File: src/include/qdrc_params.svh
`ifndef QDRC_PARAMS_SVH
`define QDRC_PARAMS_SVH

// Memory geometry of one QDR II device port pair

`define QDRC_DATA_WIDTH 36   // Bits per rise or fall word

`define QDRC_BW_WIDTH 4      // Byte-write enables per beat, one per 9 bits

`define QDRC_ADDR_WIDTH 21   // Burst address bits

// Read command cycle to the cycle where an on-time lane shows its fall beat
`define QDRC_READ_LATENCY 9

`define QDRC_MODEL_DEPTH 16  // Words held by the behavioral SRAM model

`endif

File: src/logic/qdrc_pkg.sv
`include "qdrc_params.svh"

package qdrc_pkg;

  // One cycle of command toward the SRAM, data beat included
  typedef struct packed {
    logic                           w_n;        // Write strobe, active low
    logic                           r_n;        // Read strobe, active low
    logic [`QDRC_ADDR_WIDTH-1:0]    sa;         // Burst address
    logic [`QDRC_DATA_WIDTH-1:0]    d_rise;
    logic [`QDRC_DATA_WIDTH-1:0]    d_fall;
    logic [`QDRC_BW_WIDTH-1:0]      bw_n_rise;  // Byte writes, active low
    logic [`QDRC_BW_WIDTH-1:0]      bw_n_fall;
  } qdr_cmd_t;

  // Read data beats as seen on the SDR side
  typedef struct packed {
    logic [`QDRC_DATA_WIDTH-1:0] q_rise;
    logic [`QDRC_DATA_WIDTH-1:0] q_fall;
  } qdr_rd_t;

  // Single-cycle user request, both strobes may be set together
  typedef struct packed {
    logic                           wr;
    logic                           rd;
    logic [`QDRC_ADDR_WIDTH-1:0]    addr;
    logic [`QDRC_DATA_WIDTH-1:0]    wdata_rise;
    logic [`QDRC_DATA_WIDTH-1:0]    wdata_fall;
    logic [`QDRC_BW_WIDTH-1:0]      bw_n_rise;
    logic [`QDRC_BW_WIDTH-1:0]      bw_n_fall;
  } user_req_t;

  // Marks a read and the address it came from
  typedef struct packed {
    logic                           valid;
    logic [`QDRC_ADDR_WIDTH-1:0]    addr;
  } rd_tag_t;

endpackage

File: src/logic/qdrc_phy_burst_align.sv
`timescale 1ns/1ns
`include "qdrc_params.svh"

module qdrc_phy_burst_align (
  input  logic               clk,
  input  logic               reset,
  input  logic               align_start,
  input  qdrc_pkg::qdr_rd_t  mem_rd,
  output qdrc_pkg::qdr_cmd_t cal_cmd,
  output logic               align_done,
  output logic               align_fail,
  output qdrc_pkg::qdr_rd_t  rd_aligned
);

  localparam int DW   = `QDRC_DATA_WIDTH;
  localparam int LAT  = `QDRC_READ_LATENCY;
  localparam int CAP0 = LAT + 1;  // State bit high in the expected fall-beat cycle
  localparam int CAP1 = LAT + 2;  // State bit high one cycle later

  // Bit 0 is the write cycle, bit 1 the read cycle, then one bit per cycle of flight
  logic [CAP1:0]     burst_state;
  logic [DW-1:0]     offset;      // Set for lanes that arrive one cycle late
  logic [DW-1:0]     first_fall;  // Fall word seen at the first capture point
  qdrc_pkg::qdr_rd_t rd_q;        // Read data held for one cycle

  // Picks the direct copy where sel is set and the held copy elsewhere
  function automatic logic [DW-1:0] lane_select(
    input logic [DW-1:0] held,
    input logic [DW-1:0] direct,
    input logic [DW-1:0] sel
  );
    logic [DW-1:0] result;
    for (int i = 0; i < DW; i++) begin
      result[i] = sel[i] ? direct[i] : held[i];
    end
    return result;
  endfunction

  always_ff @(posedge clk) begin
    if (reset) begin
      burst_state <= '0;
    end else begin
      burst_state <= {burst_state[CAP1-1:0], align_start};  // Start pulse walks up the chain
    end
  end

  // Write to address zero, then read it back while the write data beat goes out
  always_comb begin
    cal_cmd.w_n       = !burst_state[0];
    cal_cmd.r_n       = !burst_state[1];
    cal_cmd.sa        = '0;
    cal_cmd.d_rise    = '0;
    cal_cmd.d_fall    = {DW{burst_state[1]}};  // All ones only on the data beat
    cal_cmd.bw_n_rise = '0;
    cal_cmd.bw_n_fall = '0;
  end

  always_ff @(posedge clk) begin
    rd_q       <= mem_rd;
    if (burst_state[CAP0]) begin
      first_fall <= mem_rd.q_fall;
    end
  end

  // A lane still high after the expected cycle came back late
  always_ff @(posedge clk) begin
    if (reset) begin
      offset     <= '1;
      align_done <= 1'b0;
      align_fail <= 1'b0;
    end else if (burst_state[CAP1] && !align_done) begin
      offset     <= mem_rd.q_fall;
      align_done <= 1'b1;
      align_fail <= |(~first_fall & ~mem_rd.q_fall);  // Pattern never seen on some lane
    end
  end

  // On-time lanes come from the held copy so every lane leaves on the late cycle
  assign rd_aligned.q_rise = lane_select(rd_q.q_rise, mem_rd.q_rise, offset);
  assign rd_aligned.q_fall = lane_select(rd_q.q_fall, mem_rd.q_fall, offset);

endmodule

File: src/logic/qdrc_phy_sequencer.sv
`timescale 1ns/1ns
`include "qdrc_params.svh"

module qdrc_phy_sequencer (
  input  logic                clk,
  input  logic                reset,
  input  qdrc_pkg::user_req_t user_req,
  input  qdrc_pkg::qdr_cmd_t  cal_cmd,
  input  logic                align_done,
  input  logic                align_fail,
  output logic                align_start,
  output qdrc_pkg::qdr_cmd_t  mem_cmd,
  output qdrc_pkg::rd_tag_t   rd_issue,
  output logic                cal_done,
  output logic                cal_fail
);

  localparam int DW = `QDRC_DATA_WIDTH;
  localparam int BW = `QDRC_BW_WIDTH;

  typedef enum logic [1:0] {
    S_IDLE,
    S_START,
    S_CAL,
    S_RUN
  } state_t;

  state_t              state;
  logic                accept;       // User strobes are taken only after a clean calibration
  logic                run;
  logic                usr_w_n_q;
  logic                usr_r_n_q;
  qdrc_pkg::user_req_t req_q;        // Request sampled one cycle back
  logic [DW-1:0]       d_rise_q;     // Write data beat trails its command by a cycle
  logic [DW-1:0]       d_fall_q;
  logic [BW-1:0]       bw_n_rise_q;
  logic [BW-1:0]       bw_n_fall_q;
  qdrc_pkg::qdr_cmd_t  user_cmd;

  assign accept = align_done && !align_fail;
  assign run    = (state == S_RUN);

  always_ff @(posedge clk) begin
    if (reset) begin
      state       <= S_IDLE;
      align_start <= 1'b0;
    end else begin
      align_start <= (state == S_START);  // One pulse as the FSM leaves START
      case (state)
        S_IDLE:  state <= S_START;
        S_START: state <= S_CAL;
        S_CAL: begin
          if (accept) begin
            state <= S_RUN;
          end
        end
        default: state <= S_RUN;  // RUN holds until reset
      endcase
    end
  end

  // Strobes are forced inactive whenever the request is not taken
  always_ff @(posedge clk) begin
    if (reset) begin
      usr_w_n_q <= 1'b1;
      usr_r_n_q <= 1'b1;
    end else begin
      usr_w_n_q <= !(accept && user_req.wr);
      usr_r_n_q <= !(accept && user_req.rd);
    end
  end

  always_ff @(posedge clk) begin
    req_q       <= user_req;
    d_rise_q    <= req_q.wdata_rise;
    d_fall_q    <= req_q.wdata_fall;
    bw_n_rise_q <= req_q.bw_n_rise;
    bw_n_fall_q <= req_q.bw_n_fall;
  end

  always_comb begin
    user_cmd.w_n       = usr_w_n_q;
    user_cmd.r_n       = usr_r_n_q;
    user_cmd.sa        = req_q.addr;
    user_cmd.d_rise    = d_rise_q;  // Beat of the write issued in the previous cycle
    user_cmd.d_fall    = d_fall_q;
    user_cmd.bw_n_rise = bw_n_rise_q;
    user_cmd.bw_n_fall = bw_n_fall_q;
  end

  assign mem_cmd        = run ? user_cmd : cal_cmd;  // Aligner owns the bus until RUN
  assign rd_issue.valid = run && !usr_r_n_q;         // Same cycle as the read on mem_cmd
  assign rd_issue.addr  = req_q.addr;

  assign cal_done = align_done;
  assign cal_fail = align_fail;

endmodule

File: src/logic/qdrc_rd_tag_pipe.sv
`timescale 1ns/1ns
`include "qdrc_params.svh"

module qdrc_rd_tag_pipe #(
  // Read command cycle to the cycle where aligned read data is valid
  parameter int DEPTH = `QDRC_READ_LATENCY + 1
) (
  input  logic              clk,
  input  logic              reset,
  input  qdrc_pkg::rd_tag_t rd_issue,
  output qdrc_pkg::rd_tag_t user_rtag
);

  // One slot per cycle of flight so a read can enter every cycle
  qdrc_pkg::rd_tag_t stage [DEPTH];

  always_ff @(posedge clk) begin
    if (reset) begin
      for (int i = 0; i < DEPTH; i++) begin
        stage[i] <= '0;  // No stale tag survives a reset
      end
    end else begin
      stage[0] <= rd_issue;
      for (int i = 1; i < DEPTH; i++) begin
        stage[i] <= stage[i-1];
      end
    end
  end

  // The last slot lines up with rd_aligned from the burst aligner
  assign user_rtag = stage[DEPTH-1];

endmodule

File: src/logic/qdrc_phy.sv
`timescale 1ns/1ns

module qdrc_phy (
  input  logic                clk,
  input  logic                reset,
  input  qdrc_pkg::user_req_t user_req,
  input  qdrc_pkg::qdr_rd_t   mem_rd,
  output qdrc_pkg::qdr_cmd_t  mem_cmd,
  output qdrc_pkg::qdr_rd_t   user_rdata,
  output qdrc_pkg::rd_tag_t   user_rtag,
  output logic                cal_done,
  output logic                cal_fail
);

  logic               align_start;
  logic               align_done;
  logic               align_fail;
  qdrc_pkg::qdr_cmd_t cal_cmd;
  qdrc_pkg::rd_tag_t  rd_issue;

  // Owns the command bus and steps from calibration to user traffic
  qdrc_phy_sequencer u_sequencer (
    .clk         (clk),
    .reset       (reset),
    .user_req    (user_req),
    .cal_cmd     (cal_cmd),
    .align_done  (align_done),
    .align_fail  (align_fail),
    .align_start (align_start),
    .mem_cmd     (mem_cmd),
    .rd_issue    (rd_issue),
    .cal_done    (cal_done),
    .cal_fail    (cal_fail)
  );

  // Calibration pattern and per-lane re-timing of the read path
  qdrc_phy_burst_align u_burst_align (
    .clk         (clk),
    .reset       (reset),
    .align_start (align_start),
    .mem_rd      (mem_rd),
    .cal_cmd     (cal_cmd),
    .align_done  (align_done),
    .align_fail  (align_fail),
    .rd_aligned  (user_rdata)
  );

  qdrc_rd_tag_pipe u_rd_tag_pipe (
    .clk         (clk),
    .reset       (reset),
    .rd_issue    (rd_issue),
    .user_rtag   (user_rtag)
  );

endmodule

File: config.mk
export PLATFORM = sky130hd
export DESIGN_NAME = qdrc_phy
export DESIGN_NICKNAME = d
export VERILOG_FILES = /design/src/logic/qdrc_pkg.sv /design/src/logic/qdrc_phy_burst_align.sv /design/src/logic/qdrc_phy_sequencer.sv /design/src/logic/qdrc_rd_tag_pipe.sv /design/src/logic/qdrc_phy.sv
export VERILOG_INCLUDE_DIRS = /design/src /design/src/include
export SDC_FILE = /design/constraint.sdc
export NUM_CORES = 1
export LEC_CHECK = 0
export BUFFER_PORTS_ARGS = -buffer_cell sky130_fd_sc_hd__buf_2
export CORE_MARGIN = 2
export CORE_UTILIZATION = 25
export DETAILED_ROUTE_END_ITERATION = 10
export PLACE_DENSITY = 0.4
export SETUP_SLACK_MARGIN = 0.2
export SYNTH_ARGS = -nofsm -noshare
export SYNTH_HDL_FRONTEND = slang
export SYNTH_SLANG_ARGS = --single-unit
File: constraint.sdc
create_clock -name clk -period 3.21 [get_ports clk]
set_input_delay 0.1605 -clock clk [delete_from_list [all_inputs] [get_ports clk]]
set_output_delay 0.1605 -clock clk [all_outputs]
set_load 0.005 [all_outputs]
==> out/summary.txt <==
Max Fclk - 0.415 GHz
CP required - 3.05 ns
Tot GR Track Use - 0.105
Worst Setup Start Kind - flop
Area contributors post-synth - dfxtp_1 (67%), nor2b_1 (10%), edfxtp_1 (6.9%)
Routed len/inst - 13.6 um
Cells after Synth - 1,151
Final ANT Viol Nets - 0
CTS buffer count - 60
Clk slew on worst S/H paths - 0.06 ns
Logic pwr share - 0.046
CTS root buf - clkbuf_16
H-tree Lvls - 2
Worst r2r src - u_burst_align.align_done$_SDFFE_PP0P_
Max-slew headroom - 0.382
Post-route DRC - 0
Final RePlAce weighted congestion - 0.757
Max incr delay on CP - 0.70 ns
Post-Syn Area - 15,700 um2
Fill cells - 6,186
Synthesis Warnings - 0
First-pass GRT wire length - 54,300 um
Crit end category - primary output
Chip width - 255 um
Seq pwr share - 0.491
Critical path's top delay family - flip-flops
FF-to-FF setup slack - 1.42 ns
Iteration-0 DRC Markers - 283
Hold EP - u_rd_tag_pipe.stage[9][8]$_SDFF_PP0_
Leakage power - 0.00989 uW
Net count reported at finish - 1,890
Rows - 91
Core area - 61,900 um2
Top-area cell type share of the netlist area - 0.672
Gr ovfl total - 0
Ports - 376
CP max FO - 39
VDD IR max - 0.497 mV
Post-cts sizing count - 0
Net Switching - 3130 uW
Fin. Hold Viols - 0
Layout Area Growth over Synthesis - 41.3%
Initial Util - 0.254
Largest area contributor in the synthesized netlist - dfxtp_1
Largest net degree at the start of global routing - 136
Fin Setup TNS - 0 ns
Kind of critical path - reg2out
Final wirelength - 35,300 um
RSZ-0062 raised after global routing - false
Syn Nets - 1,328
Max-cap violations - 0
Longest Clk Path Bufs - 3
Worst-Margin Slew - 0.926 ns
Period utilisation layout - 0.751
Yosys cell types - 26
Final Setup Violations - 0
Finished Core Util - 0.359
Reg2reg path depth - 4
Minimum clock period - 2.41 ns
WHS Path Cells - 2
Initial antenna violation count - 1
#FFs+latches synth - 564
Pwr per Cell Area - 674 nW/um2
Drt via density - 3.70
Port Buf Inserts - 375
HPWL after detailed placement - 23,200 um
Critical-path cell list - nand2_2 > and2_1 > buf_4 > a21o_1 > buf_2
Hold_sp - reset
Seq/Total Area, Yosys - 0.740
Min-delay worst type - in2reg
CTS tree - built
CTS sink cnt - 564
Vias in the first global route - 9,890
Clock Skews - 0.0171 ns
Die Y - 255 um
DIE AREA - 65,000 um2
Int Pwr - 11,900 uW
Slowest-stage cell, CP - dfxtp_2
Max-slew violations - 0
First-pass DRT Iterations - 4
Total vias in the final route - 9,632
Layout cells sized above 1 - 0.316
Crit path DAT - 2.25 ns
Avg Inst Size Synth - 13.7 um2
Clock power frac - 0.463
CP Buf/Inv Count - 2
Result of the run - complete, no violations
Reg2reg end - u_burst_align.offset[0]$_SDFFE_PP1P_
Clock Latency Late Sink - 0.60 ns
Switching share of power - 0.209
-- power by group through the flow --
stage,sequential (uW),clock (uW),combinational (uW)
global placement,7520,0,535
detailed placement,7520,0,537
CTS,7360,7230,711
finish,7360,6930,693
floorplan,7480,0,242
global route,7380,7490,769
-- layout by cell type, fill, tap and decap left out, types with 3 or more instances in the layout --
master         netlist  routed
nor2_1              12      12
clkbuf_16            0      63
nor4_1               3       3
nand2_1              3       3
nor3_1               3       3
edfxtp_1            36      36
buf_2                7     374
and2b_1              8       8
bufinv_16            0       3
a211o_1             36      36
clkinv_2             0       7
a21o_1              36      36
nor2b_1            263     263
o22ai_1             17      17
and3_1              65      65
dfxtp_1            528     525
dfxtp_2              0       3
clkbuf_8             0      15
buf_4                0       8
dlygate4sd3_1        0     175
mux2_2              72      72
clkbuf_1            40      18
-- worst reg2reg max path: cells and delay by family, from the launching register on --
kind                   cells  cell delay, ns
AND/OR/NAND/NOR            2            0.78
flip-flops                 1            0.36
buffers and inverters      1            0.30
AO/OA/AOI/OAI              1            0.25
-- synth_stat cells (all sizes together) --
cell,count
dfxtp,528
nor2b,264
mux2,72
and3,65
clkbuf,40
a211o,36
a21o,36
edfxtp,36
buf,20
o22ai,17
nor2,12
and2b,8
nand2,4
nor3,3
nor4,3
and2,2
nor3b,2
a21oi,1
nand4,1
o21a,1
-- worst max path at each step --
stage	startpoint	endpoint	cells past startpoint
after floorplan	u_burst_align.burst_state[10]$_SDFF_PP0_	u_burst_align.first_fall[0]$_DFFE_PP_	0
after global placement	u_burst_align.burst_state[11]$_SDFF_PP0_	u_burst_align.offset[0]$_SDFFE_PP1P_	4
after detailed placement	u_burst_align.align_done$_SDFFE_PP0P_	u_burst_align.offset[0]$_SDFFE_PP1P_	4
after CTS	u_sequencer.state[0]$_SDFFE_PP0P_	mem_cmd[36]	5
after global routing	u_sequencer.state[0]$_SDFFE_PP0P_	mem_cmd[31]	5
final	u_sequencer.state[0]$_SDFFE_PP0P_	mem_cmd[31]	5
-- cell type report --
class / count / area (um2) / share of cell area
flip-flops and latches: 564 / 11700 / 0.524
clock buffers: 96 / 1850 / 0.0832
clock inverters: 15 / 178 / 0.00799
well taps: 837 / 1050 / 0.0471
diodes: 1 / 2.50 / 0.000112
repair buffers: 560 / 3740 / 0.168
multi-input cells: 527 / 3780 / 0.170
-- flip-flops by register name (all words and copies together) (netlist names) --
register,count
u_burst_align.burst_state,12
u_burst_align.rd_q,72
u_sequencer.usr_r_n_q,1
u_sequencer.d_rise_q,36
u_sequencer.usr_w_n_q,1
u_burst_align.align_done,1
u_sequencer.req_q,80
u_rd_tag_pipe.stage,220
u_sequencer.state,2
u_burst_align.first_fall,36
u_sequencer.bw_n_fall_q,4
u_burst_align.offset,36
u_sequencer.bw_n_rise_q,4
u_burst_align.align_fail,1
u_sequencer.rd_issue,21
u_sequencer.align_start,1
u_sequencer.d_fall_q,36
-- timing repair --
| action | 4_1_cts | 5_1_grt |
|---|---|---|
| hold buffers | 175 | 0 |
| hold endpoints to repair | 247 | 0 |
| setup buffers | 0 | 0 |
-- cells by family after synthesis --
| group | after synthesis | synth area share |
|---|---|---|
| buffers and inverters | 60 | 0.0199 |
| AND/OR/NAND/NOR | 364 | 0.144 |
| AO/OA/AOI/OAI | 91 | 0.0448 |
| multiplexers | 72 | 0.0515 |
| flip-flops | 564 | 0.740 |
-- routing by layer --
| layer | vias to the layer above | GRT usage | wire (um) |
|---|---|---|---|
| met4 | 2 | 0.0418 | 911 |
| met2 | 276 | 0.169 | 16300 |
| met1 | 4358 | 0.130 | 15500 |
| met3 | 67 | 0.0370 | 2590 |
| li1 | 4929 | - | - |
| met5 | - | 0 | 13 |
-- metrics by stage --
stage / area (um2) / hold WS [ns] / cells / worst slack [ns] / power [uW]
2_1_floorplan: 15700 / 0.188 / 1151 / 1.75 / 7720
5_1_grt: 22200 / 0.132 / 2599 / 0.590 / 15600
3_5_place_dp: 18500 / 0.264 / 2313 / 1.39 / 8060
6_report: 22200 / 0.115 / 2600 / 0.800 / 15000
3_3_place_gp: 18500 / 0.263 / 2313 / 1.45 / 8050
4_1_cts: 22200 / 0.106 / 2599 / 0.741 / 15300
(Power assumes the default switching activity.)
